## src/design/cache_pkg.sv

```systemverilog
// shared bus structs, word and way types and fixed constants for the l2 cache design
`default_nettype none

package cache_pkg;

    ////////////////////
    // basic types
    ////////////////////

    typedef logic [31:0] word_t;    // one bus word
    typedef logic [31:0] addr_t;    // byte address
    typedef logic [3:0]  byte_en_t; // one bit per byte lane

    localparam int BYTE_OFFSET_BITS = 2; // byte offset inside a word
    localparam int WAYS             = 4; // associativity, fixed

    typedef logic [1:0] way_idx_t; // way number within a set

    // replacement order of one set, front entry is evicted first
    typedef struct packed {
        way_idx_t       v;  // victim
        way_idx_t       nv; // next victim
        way_idx_t [1:0] o;  // o[1] is the most recently used
    } lru_list_t;

    ////////////////////
    // bus structs
    ////////////////////

    // processor side, held until busy drops
    typedef struct packed {
        logic     ren;
        logic     wen;
        addr_t    addr;
        word_t    wdata;
        byte_en_t byte_en; // only honoured on pass-through writes
    } proc_req_t;

    typedef struct packed {
        logic  busy;  // low in the completing cycle
        word_t rdata; // valid with busy low on a read
    } proc_rsp_t;

    // memory side, same handshake
    typedef struct packed {
        logic  ren;
        logic  wen;
        addr_t addr;
        word_t wdata;
    } mem_req_t;

    typedef struct packed {
        logic  busy;  // memory back-pressure
        word_t rdata;
    } mem_rsp_t;

endpackage

`default_nettype wire

```

## src/design/lru_order.sv

```systemverilog
// per-set replacement order list, gives the victim way and moves a served way to the back
`timescale 1ns/1ps
`default_nettype none

module lru_order #(
    parameter int CACHE_SIZE = 4096, // bits of data storage
    parameter int BLOCK_SIZE = 4     // words per frame
) (
    input  wire logic                CLK,
    input  wire logic                nRST,
    input  wire cache_pkg::addr_t    set_addr,
    input  wire logic                touch,
    input  wire cache_pkg::way_idx_t touch_way,
    output cache_pkg::way_idx_t      victim
);

    localparam int N_SETS       = CACHE_SIZE / (BLOCK_SIZE * 32) / cache_pkg::WAYS;
    localparam int SET_BITS     = $clog2(N_SETS);
    localparam int SET_SHIFT    = cache_pkg::BYTE_OFFSET_BITS + $clog2(BLOCK_SIZE);
    localparam int SET_IDX_BITS = (SET_BITS > 0) ? SET_BITS : 1;

    cache_pkg::lru_list_t    order_q [N_SETS];
    cache_pkg::lru_list_t    cur;      // list of the addressed set
    cache_pkg::lru_list_t    nxt;
    logic [SET_IDX_BITS-1:0] set_idx;

    assign set_idx = SET_IDX_BITS'((set_addr >> SET_SHIFT) & (N_SETS - 1));
    assign cur     = order_q[set_idx];
    assign victim  = cur.v;            // front of the list

    // touched way goes to the back, the rest keep their order
    always_comb begin
        nxt = cur;
        if (touch_way == cur.v) begin
            nxt = '{v: cur.nv, nv: cur.o[0], o: {cur.v, cur.o[1]}};
        end else if (touch_way == cur.nv) begin
            nxt = '{v: cur.v, nv: cur.o[0], o: {cur.nv, cur.o[1]}};
        end else if (touch_way == cur.o[0]) begin
            nxt = '{v: cur.v, nv: cur.nv, o: {cur.o[0], cur.o[1]}};
        end
    end

    always_ff @(posedge CLK, negedge nRST) begin
        if (!nRST) begin
            for (int s = 0; s < N_SETS; s++) begin
                order_q[s] <= '{v: 2'd0, nv: 2'd1, o: {2'd3, 2'd2}}; // 0,1,2,3
            end
        end else if (touch) begin
            order_q[set_idx] <= nxt;
        end
    end

endmodule

`default_nettype wire

```

## config.mk

```make
export PLATFORM = sky130hd
export DESIGN_NAME = lru_order
export DESIGN_NICKNAME = d
export VERILOG_FILES = /design/src/design/cache_pkg.sv /design/src/design/lru_order.sv
export SDC_FILE = /design/constraint.sdc
export NUM_CORES = 1
export LEC_CHECK = 0
export BUFFER_PORTS_ARGS = -buffer_cell sky130_fd_sc_hd__buf_2
export CAP_MARGIN = 25
export CORE_MARGIN = 5
export CORE_UTILIZATION = 58
export DETAILED_ROUTE_END_ITERATION = 16
export HOLD_SLACK_MARGIN = 0.1
export PLACE_DENSITY = 0.79
export SYNTH_ARGS = -nofsm -noshare
export SYNTH_HDL_FRONTEND = slang
export SYNTH_SLANG_ARGS = --single-unit
```

## constraint.sdc

```tcl
create_clock -name CLK -period 2.86 [get_ports CLK]
set_input_delay 0.286 -clock CLK [delete_from_list [all_inputs] [get_ports CLK]]
set_output_delay 0.286 -clock CLK [all_outputs]
set_load 0.02 [all_outputs]
```

* Word-level counts from Yosys, hierarchy flattened
Cells that the tools add are included.
** Cells by class
- Multipliers :: 0
- Multiplexer cells :: 9
- Reductions and logical operators :: 1
- Shift operators :: 0
- Divide/modulo/power cells :: 0
- Equal/unequal tests :: 3
- Bitwise gates (word level) :: 1
- $add $sub $neg :: 0
- Order comparisons :: 2
** Operators by type and width (count)
- bitwise mux 64 bit :: 1
- two-way mux 8 bit :: 4
- binary-select mux 8 bit (select 3 bit) :: 1
- demux 8 bit (select 3 bit) :: 1
- equality test 2 bit :: 3
- two-way mux 6 bit :: 1
- greater-or-equal comparator 4 bit (second input constant) :: 1
- < comparator 4 x 1 -> 1 bit (second input constant) :: 1
- two-way mux 4 bit :: 1
- inverter 3 -> 4 bit :: 1
- logical AND 1 bit :: 1
** Word-level totals
- Register bits :: 64
- Memories :: 0
- Memory bits (read-only) :: 0
- Memory bits (writable) :: 0
- Bits in latches :: 0

* Logic depth before layout (Yosys ltp)
Gate-level depths: netlist of run 1.
- Depth in word-level cells :: 9
- Mapped depth :: 10

* Least setup slack after synthesis of run 1
Ideal clock, no wire load.
- Kind :: input port to flip-flop
- Start :: input port set_addr[4]
- End :: register order_q[17] (netlist name)
- Buffers on the path :: 2
- Setup time :: 0.089 ns
- Slack :: 0.418 ns
- Data arrival time :: 2.353 ns
- Stages :: 9
- Cells stage by stage :: buf_4 mux4_2 mux2i_4 xnor2_1 buf_2 o221ai_1 a21o_1 a211oi_4 o21ai_0
** Between the ends
- Cells in the longest elaborated chain, start to end :: 9
- Elaborated cells between the ends (all ways) :: 16
** Ends and longest elaborated chain
- from (decl) :: line lru_order.sv:11 : input wire cache_pkg::addr_t set_addr,
- inverter 3 -> 4 bit (implied by the code) (*) :: line lru_order.sv:28, lru_order.sv:49
- binary-select mux 8 bit (select 3 bit) :: line lru_order.sv:28 : assign cur = order_q[set_idx];
- two-way mux 8 bit (implied by the code) (2 in a row) :: line lru_order.sv:28
- equality test 2 bit :: line lru_order.sv:38 : end else if (touch_way == cur.o[0]) begin
- two-way mux 4 bit :: line lru_order.sv:38
- two-way mux 6 bit :: line lru_order.sv:36 : end else if (touch_way == cur.nv) begin
- two-way mux 8 bit :: line lru_order.sv:34 : if (touch_way == cur.v) begin
- bitwise mux 64 bit (*) :: line lru_order.sv:49 : order_q[set_idx] <= nxt;
- to (signal, indexed assignment) :: line lru_order.sv:46 : order_q[s] <= '{v: 2'd0, nv: 2'd1, o: {2'd3, 2'd2}};
- to (signal, indexed assignment) :: line lru_order.sv:49
- to (decl) :: line lru_order.sv:22 : cache_pkg::lru_list_t order_q [N_SETS];
Every way passes the cells marked *; elsewhere a longest branch is shown, timed or not. The select of a mux whose other input is x is not followed.
A chain may end at the register's enable or synchronous reset.

* Worst setup path in the final report of run 1
- Start :: register order_q[36] (netlist name)
- End :: register order_q[57] (netlist name)
** Between the ends
- Cells in the longest elaborated chain, start to end :: 7
** Ends and longest elaborated chain (line)
- binary-select mux 8 bit (select 3 bit) :: lru_order.sv:28
- two-way mux 8 bit (implied by the code) (2 in a row) :: lru_order.sv:28
- equality test 2 bit :: lru_order.sv:36
- two-way mux 6 bit :: lru_order.sv:36
- two-way mux 8 bit :: lru_order.sv:34
- bitwise mux 64 bit :: lru_order.sv:49
No other way between the ends. The select of a mux whose other input is x is not followed.

==> impl_metrics.tcl, run 1 <==
set metrics [dict create \
    status "completed" \
    synthTopCellsByArea "dfstp_2, dfrtp_1, o21ai_0, nand2_1, mux4_2" \
    rows 28 \
    dp_hpwl_um 5160 \
    regMostFlops "order_q" \
    cp_slowest_cell "mux4_2" \
    dpl.cell_count 424 \
    initial_core_util_pct 58.9 \
    design_area_um2 3770 \
    clk_pin_slew_ns 0.07 \
    yosysTopAreaCellShare_pct 24.5 \
    fin_worst_skew_ns 0.0134 \
    nets 398 \
    cts_resized 0 \
    met3_usage_pct 5.01 \
    reg_top3 "order_q: 64 flops" \
    postRouteAntennaNets 0 \
    gp_congestion 0.894 \
    tritoncts "built" \
    drt-total-wl_um 7630 \
    core_area_um2 5820 \
    avgSynthCellArea_um2 9.84 \
    cts_sinks 64 \
    clockRootBuffer "clkbuf_8" \
    postSynthCellCount 348 \
    yosysUniqueCellTypes 46 \
    hold_viol_final 0 \
    fmax_mhz 394 \
    overflow 0 \
    multi_input_area_um2 1660 \
    die_w_um 86.9 \
    yosysSeqAreaShare_pct 47.9 \
    n_antenna_cell 0 \
    vias 2676 \
    finalSetupViolCount 0 \
    busiest_layer "met2" \
    ioPinCount 39 \
    end_kind "flop" \
    instances_no_fill 441 \
    place_area_um2 3560 \
    crit_chain "mux4_2 -> mux2i_4 -> xnor2_1 -> o221ai_1 -> a21o_1 -> a211oi_4 -> o21ai_0" \
    port-buffer-count 9 \
    htree_num_levels 3 \
    largest_reg_flops 64 \
    clk_latency_ns 0.36 \
    grt_pass1_vias 2619 \
    grtUsageTotal_pct 22.8 \
    numCtsBuffers 9 \
    wl_per_cell_um 17.3 \
    die_height_um 86.9 \
    rsz0062_at_grt "false" \
    worstSetupStartpointType "flop" \
    crit_path_max_fanout 8 \
    synth-main-ff-cell "dfstp_2" \
    gr-usage-met2_pct 34.5 \
    r2r_cells 7 \
    min_period_ns 2.54 \
    antenna_found_initial 0 \
    tightestPinTransition_ns 0.797 \
    grt_pass1_wl_um 13200 \
    vias_per_cell 6.07 \
    clockBufferDepth 2 \
    dr.pass1.iters 4 \
    die-area_um2 7540 \
    seq_area_um2 1640 \
    setup.worst_path.class "flop to flop" \
    ys_ff_latch 64 \
    synth_edf_count 0 \
    hold_path.class "input port to flop" \
    yosysWarnings 0 \
    yosys.area.top_type "dfstp_2" \
    peakVddDrop_mv 0.539 \
    max_slew_margin_pct 46.3 \
    cp.required_ns 3.11 \
    maxSlewViolCount 0 \
    critPathMaxStageDelay_ns 0.49 \
    nFillCells 476 \
    leakagePower_nw 1.55 \
    drc 0 \
    min_path_cells 3 \
    finalCritPeriodShare_pct 88.7 \
    post-route-util_pct 64.8 \
    fin_tns_setup_ns 0 \
    area_delta_synth_final_pct 10.0 \
    drive_above_1_share_pct 26.8 \
    async_flop_share_pct 100 \
    syn-num-nets 385 \
    arrival_ns 2.79 \
    synth_area_um2 3430 \
    grt_util_met1_pct 32.3 \
    cap_viol_max_count 0 \
    dr.first_iter.drc_count 242 \
    grt_max_degree 26 \
    p_per_area_nw_per_um2 937 \
]
-- power breakdown --
part,switching (mW),internal (mW),total [mW]
logic,0.707,0.510,1.22
registers,0.171,1.36,1.53
clock network,0.381,0.401,0.782
-- what timing repair did --
item | 4_1_cts | 5_1_grt
hold buffers | 1 | 0
hold endpoints to repair | 5 | 0
setup buffers | 0 | 0
-- final cells by class --
class	count	area share [%]
multi-input cells	256	44.0
repair buffers	23	4.05
well taps	75	2.49
clock inverters	7	1.92
flip-flops and latches	64	43.5
clock buffers	9	3.29
inverters	7	0.697
-- kinds of logic after synthesis --
family	share of synthesized area, %
xor+xnor	2.08
flops	47.9
compound gates	19.3
mux	12.8
simple gates	14.2
buf+inv	3.65
-- cells in the mapped netlist, drive strengths merged (7+ instances only) --
cell	instances
dfrtp	32
nand2	67
dfstp	32
nand3	7
nor2	22
clkbuf	14
buf	7
a21oi	14
o21ai	65
mux4	9
mux2i	14
o221ai	7
-- cell usage in the layout (no fill, tap or decap), types with 3 or more instances in the layout --
cell type / instances
mux4_2: 9
a31oi_1: 4
nand2_1: 67
inv_1: 6
clkbuf_8: 9
o21ai_0: 64
dfrtp_1: 32
o221ai_1: 7
buf_4: 13
mux2_2: 6
a21oi_1: 14
buf_2: 9
nor3_1: 3
nand2b_1: 4
xnor2_1: 5
dfstp_2: 32
nand3_1: 7
nor2b_1: 4
a22oi_1: 5
mux2i_1: 11
nor2_1: 20
-- stage by stage --
| stage | setup slack, ns | hold WS [ns] | power (mW) |
|---|---|---|---|
| 6_report | 0.324 | 0.324 | 3.53 |
| 5_1_grt | 0.139 | 0.333 | 3.77 |
| 4_1_cts | 0.327 | 0.306 | 3.53 |
| 3_5_place_dp | 0.0732 | 0.290 | 2.74 |
| 3_3_place_gp | 0.148 | 0.283 | 2.68 |
| 2_1_floorplan | 0.418 | -0.00959 | 2.41 |
-- per-layer routing --
layer / vias up / wire length, um
met5: - / 0
met4: 0 / 112
met3: 15 / 396
met2: 71 / 3630
met1: 1330 / 3490
li1: 1260 / -
-- critical path, delay by kind of cell (launching register included) --
family                    cells  cell delay, ns
AOI/OAI and AO/OA             4            1.05
xor gates and xnor gates      1            0.26
DFF                           1            0.37
muxes                         2            0.76
-- worst paths after layout --
check,from,to,slack (ns)
hold / removal,touch,order_q[16],0.32
max in group asynchronous,nRST,order_q[42],1.70
hold reg to reg,order_q[12],order_q[12],0.48
setup / recovery,order_q[36],order_q[57],0.32
min in group asynchronous,nRST,order_q[53],0.44
setup reg to reg,order_q[36],order_q[57],0.32
Note: power is estimated with default switching activity, not from simulation.
==> run 2, diff against run 1 <==
--- a/config.mk
+++ b/config.mk
@@ -7,9 +7,10 @@
 export LEC_CHECK = 0
 export BUFFER_PORTS_ARGS = -buffer_cell sky130_fd_sc_hd__buf_2
 export CAP_MARGIN = 25
-export CORE_MARGIN = 5
+export CORE_MARGIN = 2
 export CORE_UTILIZATION = 58
 export DETAILED_ROUTE_END_ITERATION = 16
+export GPL_ROUTABILITY_DRIVEN = 0
 export HOLD_SLACK_MARGIN = 0.1
 export PLACE_DENSITY = 0.79
 export SYNTH_ARGS = -nofsm -noshare
==> constraint.sdc (replaced) <==
create_clock -name CLK -period 2.86 [get_ports CLK]
set_input_delay 0.429 -clock CLK [delete_from_list [all_inputs] [get_ports CLK]]
set_output_delay 0.429 -clock CLK [all_outputs]
set_load 0.02 [all_outputs]
==> impl_metrics.tcl, run 2 (synthesis gave the netlist of run 1 again) <==
set metrics [dict create \
    status "completed" \
    fin_worst_skew_ns 0.00837 \
    p_per_area_nw_per_um2 963 \
    finalSetupViolCount 0 \
    intPower_mw 2.52 \
    regMostFlops "order_q" \
    max_slew_margin_pct 43.7 \
    clk_pin_slew_ns 0.07 \
    tightestPinTransition_ns 0.835 \
    die_height_um 80.9 \
    overflow 0 \
    hold_path.class "input port to async pin" \
    numCtsBuffers 9 \
    n_antenna_cell 0 \
    postRouteAntennaNets 0 \
    leakagePower_nw 1.62 \
    worstSetupStartpointType "flop" \
    dr.pass1.iters 4 \
    p_clk_share_pct 23.7 \
    rsz0062_at_grt "false" \
    cts_setup_buffers 0 \
    grtUsageTotal_pct 26.9 \
    dr.first_iter.drc_count 277 \
    htree_num_levels 3 \
    clockBufferDepth 2 \
    final_common_cell "nand2_1" \
    rows 27 \
    cts_resized 0 \
    netSwitchingFraction_pct 32.7 \
    clk_latency_ns 0.34 \
    drt-total-wl_um 7790 \
    grt_max_degree 37 \
    nFillCells 404 \
    cts_hold_buffers 0 \
    cp.required_ns 3.12 \
    largest_reg_flops 64 \
    switchingPower_mw 1.23 \
    final_cell_mix "nand2_1, o21ai_0, dfrtp_1, dfstp_2, buf_4" \
    wl_per_cell_um 17.4 \
    tritoncts "built" \
    crit_path_max_fanout 8 \
    initial_core_util_pct 61.1 \
    fin_tns_setup_ns 0 \
    hold_viol_final 0 \
    maxSlewViolCount 0 \
    cp_slowest_cell "mux4_2" \
    end_kind "flop" \
    crit_buf_inv 1 \
    post-route-util_pct 69.4 \
    core_area_um2 5610 \
    place_area_um2 3660 \
    area_delta_synth_final_pct 13.6 \
    dp_hpwl_um 5260 \
    fmax_mhz 394 \
    drive_above_1_share_pct 28.3 \
    cap_viol_max_count 0 \
    die-area_um2 6540 \
    reg_top3 "order_q: 64 flops" \
    clockRootBuffer "clkbuf_8" \
    peakVddDrop_mv 0.462 \
    crit_family "simple AND/OR/NAND/NOR gates" \
    min_period_ns 2.54 \
    design_area_um2 3890 \
    whs_ns 0.130 \
    finalCritPeriodShare_pct 88.8 \
    cts_sinks 64 \
    die_w_um 80.9 \
    antenna_found_initial 0 \
    pwr-share-seq_pct 41.1 \
    port-buffer-count 9 \
    vias 2694 \
    nets 407 \
    arrival_ns 2.79 \
    drc 0 \
    power_frac_comb_pct 35.2 \
    crit_chain "mux4_2 -> mux2i_4 -> xnor2_1 -> buf_4 -> nor2_2 -> nor4b_4 -> nor2_1 -> a21oi_1" \
    setup.worst_path.class "flop to flop" \
    grt_pass1_wl_um 12900 \
    ioPinCount 39 \
    critPathMaxStageDelay_ns 0.51 \
    grt_pass1_vias 2674 \
    vias_per_cell 6.03 \
]
## run 2: changes by cell type in the layout (fill, tap and decap cells not counted), moves of 2 or more
cell | previous run | this run
buf_4 | 13 | 21
clkbuf_8 | 9 | 12
buf_12 | 0 | 2
clkinv_4 | 2 | 0
clkinv_2 | 2 | 0
clkbuf_1 | 0 | 2
clkinvlp_4 | 2 | 0
## run 2: layout make-up
cell class | instances | area (um^2) | share of cell area, %
sequential | 64 | 1640 | 42.2
timing repair buffer | 32 | 243 | 6.24
clock inverter | 2 | 60.1 | 1.54
inverter | 7 | 26.3 | 0.675
multi-input combinational | 256 | 1660 | 42.6
tap | 72 | 90.1 | 2.31
clock buffer | 14 | 173 | 4.44
## run 2: per-stage QoR
stage	worst slack, ns	instances	power [mW]
after global routing	0.211	447	3.99
after CTS	0.325	447	3.76
after global placement	0.0764	431	2.78
final	0.321	447	3.75
after floorplan	0.275	348	2.41
after detailed placement	-0.00509	431	2.85
## run 2: path summary, 6_finish.rpt
| kind | from | endpoint | slack (ns) | cells past startpoint |
|---|---|---|---|---|
| setup / recovery | order_q[38] | order_q[8] | 0.32 | 8 |
| hold / removal | nRST | order_q[15] | 0.13 | 1 |
| setup reg to reg | order_q[38] | order_q[8] | 0.32 | 8 |
| hold reg to reg | order_q[41] | order_q[41] | 0.48 | 2 |
| max in group asynchronous | nRST | order_q[33] | 2.04 | 2 |
| min in group CLK | order_q[41] | order_q[41] | 0.48 | 2 |
## run 2: worst reg2reg max path, cell delays in order (launching register included)
cell     delay, ns
dfrtp_1       0.38
mux4_2        0.51
mux2i_4       0.18
xnor2_1       0.26
buf_4         0.23
nor2_2        0.07
nor4b_4       0.51
nor2_1        0.13
a21oi_1       0.19
## run 2: power groups by stage
stage | clock [mW] | combinational (mW) | sequential (mW)
after floorplan | 0 | 0.919 | 1.49
after global placement | 0 | 1.26 | 1.52
after detailed placement | 0 | 1.31 | 1.54
after CTS | 0.900 | 1.32 | 1.53
after global routing | 0.947 | 1.47 | 1.57
final | 0.889 | 1.32 | 1.54
## run 2: routing by layer
| metal | GRT usage (%) | share of wire (%) | routed length, um | vias up |
|---|---|---|---|---|
| met2 | 43.0 | 48 | 3750 | 96 |
| met5 | 0 | 0 | 0 | - |
| met4 | 12.9 | 2.5 | 196 | 0 |
| met1 | 34.5 | 43 | 3360 | 1290 |
| li1 | - | - | - | 1286 |
| met3 | 6.67 | 6.2 | 483 | 22 |
